==> config.mk <==
export PLATFORM = sky130hd
export DESIGN_NAME = gem_optical_rx
export DESIGN_NICKNAME = d
export VERILOG_FILES = /design/src/gem_link_pkg.sv /design/src/gem_reg_pkg.sv /design/src/gem_rx_if.sv /design/src/gem_frame_align.sv /design/src/gem_frame_delay.sv /design/src/gem_link_monitor.sv /design/src/gem_optical_rx.sv /design/src/gem_prbs_check.sv /design/src/gem_rx_ctrl.sv
export SDC_FILE = /design/constraint.sdc
export NUM_CORES = 2
export LEC_CHECK = 0
export BUFFER_PORTS_ARGS = -buffer_cell sky130_fd_sc_hd__buf_2
export CORE_MARGIN = 2
export CORE_UTILIZATION = 50
export CTS_BUF_LIST = sky130_fd_sc_hd__clkbuf_4 sky130_fd_sc_hd__clkbuf_8 sky130_fd_sc_hd__clkbuf_16
export CTS_CLUSTER_DIAMETER = 80
export DETAILED_ROUTE_END_ITERATION = 7
export GPL_ROUTABILITY_DRIVEN = 0
export PLACE_DENSITY = 0.62
export SETUP_SLACK_MARGIN = 0.1
export SYNTH_ARGS = -nofsm -noshare
export SYNTH_HDL_FRONTEND = slang
export SYNTH_HIERARCHICAL = 1
export SYNTH_SLANG_ARGS = --single-unit
==> constraint.sdc <==
create_clock -name clock -period 41.1 [get_ports clock]
set_clock_uncertainty 0.2 [all_clocks]
set_input_delay 8.22 -clock clock [delete_from_list [all_inputs] [get_ports clock]]
set_output_delay 8.22 -clock clock [all_outputs]
set_load 0.02 [all_outputs]
==> src/gem_link_pkg.sv <==
package gem_link_pkg;

  // Received word stream
  localparam int WORD_BITS       = 14;
  localparam int WORDS_PER_FRAME = 4;
  localparam int FRAME_BITS      = WORD_BITS * WORDS_PER_FRAME;  // 56
  localparam int WORD_POS_BITS   = $clog2(WORDS_PER_FRAME);

  // Latency marker, the FC code repeated in every word
  localparam logic [FRAME_BITS-1:0] FC_FRAME = {WORDS_PER_FRAME{14'h00FC}};

  // --------------------
  // Link health monitor
  localparam int GOOD_FRAMES   = 16;                          // Clean frames in a row for good
  localparam int GOOD_CNT_BITS = $clog2(GOOD_FRAMES + 1);
  localparam int BAD_ERRORS    = 8;                           // Error count that marks a bad link
  localparam int LINK_CNT_BITS = 8;

  // Frame builder lock state
  typedef enum logic [1:0] {
    HUNT,    // Waiting for the first comma
    LOCKED,  // Counting word positions
    LOST     // Comma missing, waiting to relock
  } align_state_t;

endpackage

==> src/gem_reg_pkg.sv <==
package gem_reg_pkg;

  localparam int WB_DATA_BITS = 16;

  // Register map, 2-bit word address
  typedef enum logic [1:0] {
    REG_CONTROL   = 2'd0,  // R/W
    REG_STATUS    = 2'd1,  // RO
    REG_ERR_COUNT = 2'd2,  // RO
    REG_COMMAND   = 2'd3   // WO, self clearing
  } reg_addr_t;

  // --------------------
  // Control and command fields
  localparam int PRBS_EN_BIT  = 0;
  localparam int DELAY_LSB    = 4;   // Delay field is bits 7:4
  localparam int DELAY_BITS   = 4;
  localparam int DELAY_DEPTH  = 2 ** DELAY_BITS;
  localparam int CLR_SYNC_BIT = 0;
  localparam int CLR_PRBS_BIT = 1;

  localparam int ERR_COUNT_BITS = 16;

  // Link reset and sync sequence
  localparam int RST_CYCLES   = 8;
  localparam int RST_CNT_BITS = $clog2(RST_CYCLES);

  typedef enum logic [1:0] {
    WAIT_CLOCKS,  // Hold until clocks_rdy
    LINK_RESET,   // Fixed reset window
    LINK_SYNC,    // Aligner hunting for a comma
    READY
  } sync_state_t;

endpackage

==> src/gem_rx_if.sv <==
interface frame_if;
  import gem_link_pkg::*;

  logic [FRAME_BITS-1:0] frame;  // Word 0 in the high bits
  logic                  frame_strobe;  // One cycle per frame
  logic                  start;  // Aligner has locked
  logic                  fc;     // Frame equals FC_FRAME
  logic                  frame_err;  // Comma misplaced or missing

  modport source (output frame, frame_strobe, start, fc, frame_err);
  modport sink   (input  frame, frame_strobe, start, fc, frame_err);
endinterface

interface cfg_if;
  import gem_link_pkg::*;
  import gem_reg_pkg::*;

  // From the control block
  logic                  prbs_en;
  logic [DELAY_BITS-1:0] delay;
  logic                  clear_prbs;  // One cycle pulse
  logic                  clear_sync;  // One cycle pulse
  logic                  sync_done;
  logic                  align_en;

  // Back from the datapath
  logic                      prbs_err;
  logic [ERR_COUNT_BITS-1:0] prbs_count;
  logic                      link_good;
  logic                      link_bad;
  logic                      link_had_err;
  logic [LINK_CNT_BITS-1:0]  link_count;
  logic                      fc_seen;

  modport ctrl (
    output prbs_en, delay, clear_prbs, clear_sync, sync_done, align_en,
    input  prbs_err, prbs_count, link_good, link_bad, link_had_err, link_count, fc_seen
  );
  modport datapath (
    input  prbs_en, delay, clear_prbs, clear_sync, sync_done, align_en,
    output prbs_err, prbs_count, link_good, link_bad, link_had_err, link_count, fc_seen
  );
endinterface

==> src/gem_frame_align.sv <==
module gem_frame_align (
  input  logic                               clock,
  input  logic                               gtx_rx_reset,
  input  logic [gem_link_pkg::WORD_BITS-1:0] rx_word,
  input  logic                               rx_k,
  input  logic                               align_en,
  input  logic                               clear_sync,
  frame_if.source                            fr,
  output logic                               fc_seen
);
  import gem_link_pkg::*;

  align_state_t                     state;
  logic [WORD_POS_BITS-1:0]         pos;       // Position of the incoming word
  logic                             err_pend;  // Comma fault seen in frame under way
  logic [FRAME_BITS-WORD_BITS-1:0]  part;      // Last three words
  logic [FRAME_BITS-1:0]            full;
  logic                             relock;
  logic                             misplaced;
  logic                             missing;
  logic                             last_word;

  assign full      = {part, rx_word};
  assign relock    = (state != LOCKED) && rx_k;
  assign misplaced = (state == LOCKED) && rx_k && (pos != '0);
  assign missing   = (state == LOCKED) && !rx_k && (pos == '0);
  assign last_word = (state == LOCKED) && !rx_k
                     && (pos == WORD_POS_BITS'(WORDS_PER_FRAME - 1));

  // Word shifter, word 0 ends up in the high bits
  always_ff @(posedge clock) begin
    part <= full[FRAME_BITS-WORD_BITS-1:0];
    if (last_word) fr.frame <= full;
  end

  always_ff @(posedge clock or posedge gtx_rx_reset) begin
    if (gtx_rx_reset) begin
      state           <= HUNT;
      pos             <= '0;
      err_pend        <= 1'b0;
      fr.frame_strobe <= 1'b0;
      fr.start        <= 1'b0;
      fr.fc           <= 1'b0;
      fr.frame_err    <= 1'b0;
      fc_seen         <= 1'b0;
    end else begin
      fr.frame_strobe <= 1'b0;
      if (clear_sync)                      fc_seen <= 1'b0;
      else if (fr.frame_strobe && fr.fc)   fc_seen <= 1'b1;  // Sticky latency flag

      if (clear_sync || !align_en) begin
        state    <= HUNT;
        pos      <= '0;
        err_pend <= 1'b0;
        fr.start <= 1'b0;
      end else if (relock || misplaced) begin
        state    <= LOCKED;  // This comma is word 0
        pos      <= WORD_POS_BITS'(1);
        fr.start <= 1'b1;
        if (misplaced) err_pend <= 1'b1;
      end else if (missing) begin
        state    <= LOST;    // Drop the frame, wait for a comma
        err_pend <= 1'b1;
      end else if (state == LOCKED) begin
        pos <= pos + 1'b1;   // Wraps to 0 after the last word
        if (last_word) begin
          fr.frame_strobe <= 1'b1;
          fr.frame_err    <= err_pend;
          fr.fc           <= (full == FC_FRAME);
          err_pend        <= 1'b0;
        end
      end
    end
  end

endmodule

==> src/gem_frame_delay.sv <==
module gem_frame_delay (
  input  logic                                clock,
  input  logic                                gtx_rx_reset,
  frame_if.sink                               fr,
  input  logic [gem_reg_pkg::DELAY_BITS-1:0]  delay,
  input  logic                                link_good,
  input  logic                                link_bad,
  output logic [gem_link_pkg::FRAME_BITS-1:0] rx_data,
  output logic                                rx_frame_strobe
);
  import gem_link_pkg::*;
  import gem_reg_pkg::*;

  logic [FRAME_BITS-1:0] line [DELAY_DEPTH];  // line[0] holds the newest frame
  logic                  ignore_link;

  // Keep a bad link out of the trigger path
  assign ignore_link = !link_good || link_bad;

  always_ff @(posedge clock or posedge gtx_rx_reset) begin
    if (gtx_rx_reset) begin
      for (int i = 0; i < DELAY_DEPTH; i++) line[i] <= '0;
      rx_data         <= '0;
      rx_frame_strobe <= 1'b0;
    end else begin
      rx_frame_strobe <= fr.frame_strobe;
      if (fr.frame_strobe) begin
        rx_data <= line[delay];  // Read before shift, so delay 0 gives one frame
        line[0] <= ignore_link ? '0 : fr.frame;
        for (int i = 1; i < DELAY_DEPTH; i++) line[i] <= line[i-1];
      end
    end
  end

endmodule

==> src/gem_link_monitor.sv <==
module gem_link_monitor (
  input  logic                                   clock,
  input  logic                                   gtx_rx_reset,
  input  logic                                   ttc_resync,
  frame_if.sink                                  fr,
  output logic                                   link_good,
  output logic                                   link_bad,
  output logic                                   link_had_err,
  output logic [gem_link_pkg::LINK_CNT_BITS-1:0] link_count
);
  import gem_link_pkg::*;

  logic [GOOD_CNT_BITS-1:0] clean_cnt;  // Clean frames since the last error

  assign link_bad = (link_count >= LINK_CNT_BITS'(BAD_ERRORS));

  always_ff @(posedge clock or posedge gtx_rx_reset) begin
    if (gtx_rx_reset) begin
      link_count   <= '0;
      link_had_err <= 1'b0;
      link_good    <= 1'b0;
      clean_cnt    <= '0;
    end else if (ttc_resync) begin
      link_count   <= '0;   // Resync starts a fresh health window
      link_had_err <= 1'b0;
      link_good    <= 1'b0;
      clean_cnt    <= '0;
    end else if (fr.frame_strobe) begin
      if (fr.frame_err) begin
        if (!(&link_count)) link_count <= link_count + 1'b1;
        link_had_err <= 1'b1;
        link_good    <= 1'b0;
        clean_cnt    <= '0;
      end else begin
        if (clean_cnt != GOOD_CNT_BITS'(GOOD_FRAMES)) clean_cnt <= clean_cnt + 1'b1;
        if (clean_cnt >= GOOD_CNT_BITS'(GOOD_FRAMES - 1)) link_good <= 1'b1;
      end
    end
  end

endmodule

==> src/gem_optical_rx.sv <==
module gem_optical_rx (
  input  logic                                  clock,
  input  logic                                  gtx_rx_reset,
  input  logic                                  clocks_rdy,
  input  logic                                  ttc_resync,  // Clears the link monitor
  input  logic [gem_link_pkg::WORD_BITS-1:0]    rx_word,
  input  logic                                  rx_k,        // Comma on word 0
  input  logic                                  wb_cyc,
  input  logic                                  wb_stb,
  input  logic                                  wb_we,
  input  logic [1:0]                            wb_adr,
  input  logic [gem_reg_pkg::WB_DATA_BITS-1:0]  wb_dat_w,
  output logic [gem_reg_pkg::WB_DATA_BITS-1:0]  wb_dat_r,
  output logic                                  wb_ack,
  output logic [gem_link_pkg::FRAME_BITS-1:0]   rx_data,
  output logic                                  rx_frame_strobe,
  output logic                                  rx_fc,
  output logic                                  rx_rst_done,
  output logic                                  rx_sync_done,
  output logic                                  link_good,
  output logic                                  link_bad,
  output logic                                  link_had_err
);
  import gem_reg_pkg::*;

  frame_if fr ();
  cfg_if   cfg ();

  gem_rx_ctrl u_ctrl (
    .clock(clock), .gtx_rx_reset(gtx_rx_reset), .clocks_rdy(clocks_rdy),
    .wb_cyc(wb_cyc), .wb_stb(wb_stb), .wb_we(wb_we),
    .wb_adr(reg_addr_t'(wb_adr)),
    .wb_dat_w(wb_dat_w), .wb_dat_r(wb_dat_r), .wb_ack(wb_ack),
    .rst_done(rx_rst_done), .sync_done(rx_sync_done),
    .start(fr.start), .cfg(cfg)
  );

  gem_frame_align u_align (
    .clock(clock), .gtx_rx_reset(gtx_rx_reset),
    .rx_word(rx_word), .rx_k(rx_k),
    .align_en(cfg.align_en), .clear_sync(cfg.clear_sync),
    .fr(fr), .fc_seen(cfg.fc_seen)
  );

  // PRBS checking only runs on a synced link
  gem_prbs_check u_prbs (
    .clock(clock), .gtx_rx_reset(gtx_rx_reset), .fr(fr),
    .prbs_en(cfg.prbs_en & cfg.sync_done), .clear_prbs(cfg.clear_prbs),
    .prbs_err(cfg.prbs_err), .prbs_count(cfg.prbs_count)
  );

  gem_link_monitor u_monitor (
    .clock(clock), .gtx_rx_reset(gtx_rx_reset), .ttc_resync(ttc_resync), .fr(fr),
    .link_good(cfg.link_good), .link_bad(cfg.link_bad),
    .link_had_err(cfg.link_had_err), .link_count(cfg.link_count)
  );

  gem_frame_delay u_delay (
    .clock(clock), .gtx_rx_reset(gtx_rx_reset), .fr(fr), .delay(cfg.delay),
    .link_good(cfg.link_good), .link_bad(cfg.link_bad),
    .rx_data(rx_data), .rx_frame_strobe(rx_frame_strobe)
  );

  assign rx_fc        = cfg.fc_seen;
  assign link_good    = cfg.link_good;
  assign link_bad     = cfg.link_bad;
  assign link_had_err = cfg.link_had_err;

endmodule

==> src/gem_prbs_check.sv <==
module gem_prbs_check (
  input  logic                                   clock,
  input  logic                                   gtx_rx_reset,
  frame_if.sink                                  fr,
  input  logic                                   prbs_en,
  input  logic                                   clear_prbs,
  output logic                                   prbs_err,
  output logic [gem_reg_pkg::ERR_COUNT_BITS-1:0] prbs_count
);
  import gem_link_pkg::*;
  import gem_reg_pkg::*;

  logic [FRAME_BITS-1:0] prev;      // Last received frame
  logic [FRAME_BITS-1:0] predict;
  logic                  have_prev;
  logic                  mismatch;

  // Self-synchronizing, next frame comes from the previous received one
  assign predict  = {prev[FRAME_BITS-2:0], prev[55] ^ prev[54] ^ prev[34] ^ prev[33]};
  assign mismatch = have_prev && (fr.frame != predict);

  always_ff @(posedge clock) begin
    if (fr.frame_strobe) prev <= fr.frame;
  end

  always_ff @(posedge clock or posedge gtx_rx_reset) begin
    if (gtx_rx_reset) begin
      have_prev  <= 1'b0;
      prbs_err   <= 1'b0;
      prbs_count <= '0;
    end else if (clear_prbs) begin
      prbs_err   <= 1'b0;
      prbs_count <= '0;
    end else if (!prbs_en) begin
      have_prev <= 1'b0;  // Idle, restart seeding on enable
      prbs_err  <= 1'b0;
    end else if (fr.frame_strobe) begin
      have_prev <= 1'b1;
      prbs_err  <= mismatch;
      if (mismatch && !(&prbs_count)) prbs_count <= prbs_count + 1'b1;  // Saturate
    end
  end

endmodule

==> src/gem_rx_ctrl.sv <==
module gem_rx_ctrl (
  input  logic                                  clock,
  input  logic                                  gtx_rx_reset,
  input  logic                                  clocks_rdy,
  input  logic                                  wb_cyc,
  input  logic                                  wb_stb,
  input  logic                                  wb_we,
  input  gem_reg_pkg::reg_addr_t                wb_adr,
  input  logic [gem_reg_pkg::WB_DATA_BITS-1:0]  wb_dat_w,
  output logic [gem_reg_pkg::WB_DATA_BITS-1:0]  wb_dat_r,
  output logic                                  wb_ack,
  output logic                                  rst_done,
  output logic                                  sync_done,
  input  logic                                  start,
  cfg_if.ctrl                                   cfg
);
  import gem_reg_pkg::*;

  sync_state_t             state;
  logic [RST_CNT_BITS-1:0] rst_cnt;   // Cycles spent in LINK_RESET
  logic                    wb_hit;    // Cycle is being acked on this edge
  logic                    wr_hit;
  logic [WB_DATA_BITS-1:0] rd_mux;

  assign wb_hit = wb_cyc && wb_stb && !wb_ack;  // No back to back ack
  assign wr_hit = wb_hit && wb_we;

  // --------------------
  // Reset and sync sequence
  always_ff @(posedge clock or posedge gtx_rx_reset) begin
    if (gtx_rx_reset) begin
      state   <= WAIT_CLOCKS;
      rst_cnt <= '0;
    end else if (!clocks_rdy || cfg.clear_sync) begin
      state   <= WAIT_CLOCKS;  // Lost clocks or software resync
    end else begin
      case (state)
        WAIT_CLOCKS: begin
          state   <= LINK_RESET;
          rst_cnt <= '0;
        end
        LINK_RESET: begin
          rst_cnt <= rst_cnt + 1'b1;
          if (rst_cnt == RST_CNT_BITS'(RST_CYCLES - 1)) state <= LINK_SYNC;
        end
        LINK_SYNC: if (start) state <= READY;  // Aligner found its comma
        default:   state <= READY;
      endcase
    end
  end

  assign rst_done      = (state == LINK_SYNC) || (state == READY);
  assign sync_done     = (state == READY);
  assign cfg.align_en  = rst_done;   // Aligner may lock once reset is done
  assign cfg.sync_done = sync_done;

  // --------------------
  // Read mux
  always_comb begin
    rd_mux = '0;
    case (wb_adr)
      REG_CONTROL: begin
        rd_mux[PRBS_EN_BIT]             = cfg.prbs_en;
        rd_mux[DELAY_LSB +: DELAY_BITS] = cfg.delay;
      end
      REG_STATUS: rd_mux = WB_DATA_BITS'({cfg.fc_seen, cfg.prbs_err, cfg.link_had_err,
                                          cfg.link_bad, cfg.link_good, start,
                                          sync_done, rst_done});
      REG_ERR_COUNT: rd_mux = cfg.prbs_en ? cfg.prbs_count
                                          : ERR_COUNT_BITS'(cfg.link_count);
      default: rd_mux = '0;  // Command register reads back zero
    endcase
  end

  // Wishbone slave, writes land on the ack edge
  always_ff @(posedge clock or posedge gtx_rx_reset) begin
    if (gtx_rx_reset) begin
      wb_ack         <= 1'b0;
      wb_dat_r       <= '0;
      cfg.prbs_en    <= 1'b0;
      cfg.delay      <= '0;
      cfg.clear_prbs <= 1'b0;
      cfg.clear_sync <= 1'b0;
    end else begin
      wb_ack <= wb_hit;
      if (wb_hit) wb_dat_r <= rd_mux;
      cfg.clear_sync <= wr_hit && (wb_adr == REG_COMMAND) && wb_dat_w[CLR_SYNC_BIT];
      cfg.clear_prbs <= wr_hit && (wb_adr == REG_COMMAND) && wb_dat_w[CLR_PRBS_BIT];
      if (wr_hit && (wb_adr == REG_CONTROL)) begin
        cfg.prbs_en <= wb_dat_w[PRBS_EN_BIT];
        cfg.delay   <= wb_dat_w[DELAY_LSB +: DELAY_BITS];
      end
    end
  end

endmodule

==> summary.txt <==
Worst setup path
  – Kind of end point of the critical path: async pin
  – Crit path cell chain: buf_2 > inv_8 > buf_4 > buf_4 > buf_4
  – CP Launch Type: primary input
  – Worst Path Buf+Inv: 5
  – Critical path arrival: 11.66 ns
  – Worst path max stage delay: 0.91 ns
  – Slowest CP cell: buf_4
  – Req. time, crit path: 41.56 ns
  – Critical path class: in -> async
  – Most frequent CP cell: buf_4
  – Critical path peak fanout: 111
  – Crit-path leading delay family: buffers and inverters

CTS
  – CTS Buf Count: 121
  – Root Driver: clkbuf_16
  – # hold bufs at CTS: 0
  – CTS clock-pin slew for the worst setup and hold paths: 0.06 ns
  – H-tree depth: 3
  – Clk_lat worst skew: 0.71 ns
  – # Post-CTS Setup Buffers: 0
  – Max clock buf depth: 3
  – Clk sinks: 1179
  – CTS-repair resized insts: 0
  – CTS tree: built

Power and ir drop
  – Sequential power share: 46.8%
  – Switching share of power: 23.2%
  – Leak Pwr: 26.2 nW
  – Max VDD drop: 34.9 µV
  – Clock network power share: 46.0%
  – Internal: 0.00197 W
  – Pwr dens: 45.4 nW/µm²
  – P_sw: 0.000597 W
  – Logic gate share of total power: 7.2%

Routing
  – DR vias: 27356
  – Initial DRC count: 1761
  – Drt wl/cell: 21.6 µm
  – DRC violation count after routing: 0
  – DRT antenna net count: 0
  – Detailed Routing Iterations Pass 1: 5
  – Avg Vias per Cell: 5.73
  – Final wirelength: 103000 µm

Run status
  – Outcome: completed

Finish
  – Proportion of layout cells with a drive suffix above 1: 43.5%
  – Commonest non-fill, non-tap cell in the layout: dfrtp_1
  – P&R area growth vs syn: 11.2%
  – Fill count: 7936
  – Nets: 3352
  – Commonest cells after routing, fill and taps aside: dfrtp_1, mux2_2, mux4_2

Job
  – MaxCap Viol Count: 0

GRT
  – Largest net degree at the start of global routing: 201
  – Total global routing overflow: 0
  – GRT Total Usage: 20.3%
  – First-pass GRT wire length: 168000 µm
  – Vias in the first global route: 29367
  – Initial antenna violation count: 15

STA
  – Final worst slack: 29.89 ns
  – Worst rel slew slack: 24.7%
  – Hold Violations, Final: 0
  – WHS: 0.172 ns
  – Crit share post-route: 27.3%
  – Post-layout minimum cycle time: 11.21 ns
  – Setup TNS: 0 ns
  – Fmax: 0.0892 GHz
  – Worst-margin pin slew: 1.13 ns
  – Max-slew violation count: 0
  – Setup violations, final: 0
  – Unrepaired setup endpoints after global routing: no

Synth
  – Net Count, Synth: 3298
  – #FFs+latches synth: 1179
  – Post-synthesis cell area: 51000 µm²
  – Syn. warnings: 6
  – Post-synth EDFFs: 112
  – Sequential area share after synthesis: 58.6%
  – Post-synth cell types: 75
  – Syn avg cell area: 15.7 µm²
  – Mapped Cells: 3243
  – Synth async-reset ratio: 86.9%
  – Most used DFF post-synth: dfrtp_1

Place
  – Post-DP HPWL: 63100 µm
  – I/O Buffers: 109
  – DP Worst Slack: 28.94 ns

Worst hold path
  – Worst hold path type: reg -> reg

Floorplan
  – Number of top-level pins: 120
  – Starting density of the core: 50.3%
  – Rows: 117
  – Total core area: 101000 µm²
  – Die W: 323 µm
  – Die area: 105000 µm²
  – Die height: 323 µm
-- power by group through the flow --
stage	registers, W	logic (W)	clock network (W)
after global routing	0.00121	0.000200	0.00126
final	0.00120	0.000185	0.00118
after global placement	0.00123	0.000187	0
after floorplan	0.00122	0.000158	0
after detailed placement	0.00123	0.000189	0
after CTS	0.00121	0.000190	0.00122
-- routing by layer --
metal	track usage (%)	wire length, µm	vias up
met5	0	92	-
met2	32.9	50100	464
met4	5.50	2200	14
li1	-	-	12257
met1	28.1	46400	14453
met3	3.76	4390	168
-- registers in the layout, indices dropped and copies added (netlist names), 2 cells and up --
register,cells
u_align/fr.frame,56
u_align/part,42
u_align/pos,2
u_align/state,2
u_ctrl/cfg.delay,4
u_ctrl/rst_cnt,3
u_ctrl/state,2
u_ctrl/wb_dat_r,16
u_delay/line,896
u_delay/rx_data,56
u_monitor/clean_cnt,5
u_monitor/link_count,8
u_prbs/prbs_count,16
u_prbs/prev,56
-- path summary, 6_finish.rpt --
kind,cells after the start,start,slack [ns],endpoint
worst max-delay path,5,gtx_rx_reset,29.89,u_delay/line[37]
worst min-delay path,0,u_align/part[4],0.17,u_align/part[18]
worst max register to register,5,u_ctrl/cfg.delay[1],36.86,u_delay/rx_data[38]
worst min register to register,0,u_align/part[4],0.17,u_align/part[18]
max in group clock,3,u_monitor/link_count[7],30.81,link_bad
min in group asynchronous,2,gtx_rx_reset,7.43,u_align/pos[0]
-- metrics by stage --
step / power (W) / area, µm² / util, % / cells
after floorplan: 0.00137 / 51000 / - / 3243
final: 0.00257 / 56700 / 55.9 / 4771
after global placement: 0.00141 / 52300 / 51.5 / 4542
after CTS: 0.00261 / 56700 / 55.9 / 4768
after global routing: 0.00267 / 56700 / 55.9 / 4770
after detailed placement: 0.00142 / 52300 / 51.5 / 4542
-- cell type report --
type	instances	area [µm²]	area share, %
diodes	3	7.51	0.0132
clock buffers	169	3530	6.22
clock inverters	57	853	1.51
inverters	77	297	0.523
multi-input cells	1774	19600	34.5
flip-flops and latches	1179	29900	52.7
well taps	1368	1710	3.02
repair buffers	144	846	1.49
-- synthesized netlist by cell type, drive strengths merged, types with 48 or more instances --
cell	count	area share, %
a221oi	56	1.3
mux2	859	19
buf	165	2.2
clkbuf	48	0.38
mux4	224	10
nand2	96	0.72
edfxtp	112	6.6
o22ai	57	0.70
o21ai	76	0.75
inv	77	0.57
nor2	82	0.62
dfrtp	1025	50
mux2i	58	1.1
-- cells by family (layout without fill, tap and decap cells) --
logic type,count (synthesis),in the layout,share of synthesized area (%)
buffers and inverters,290,447,3.10
adder cells (fa/ha/maj),15,15,0.368
multiplexers,1141,1141,30.2
flip-flops,1179,1179,58.6
AO/OA/AOI/OAI,244,244,3.56
XOR/XNOR,62,62,1.07
AND/OR/NAND/NOR,312,312,3.15
other,0,3,0
Power figures use the tool's default switching activity.
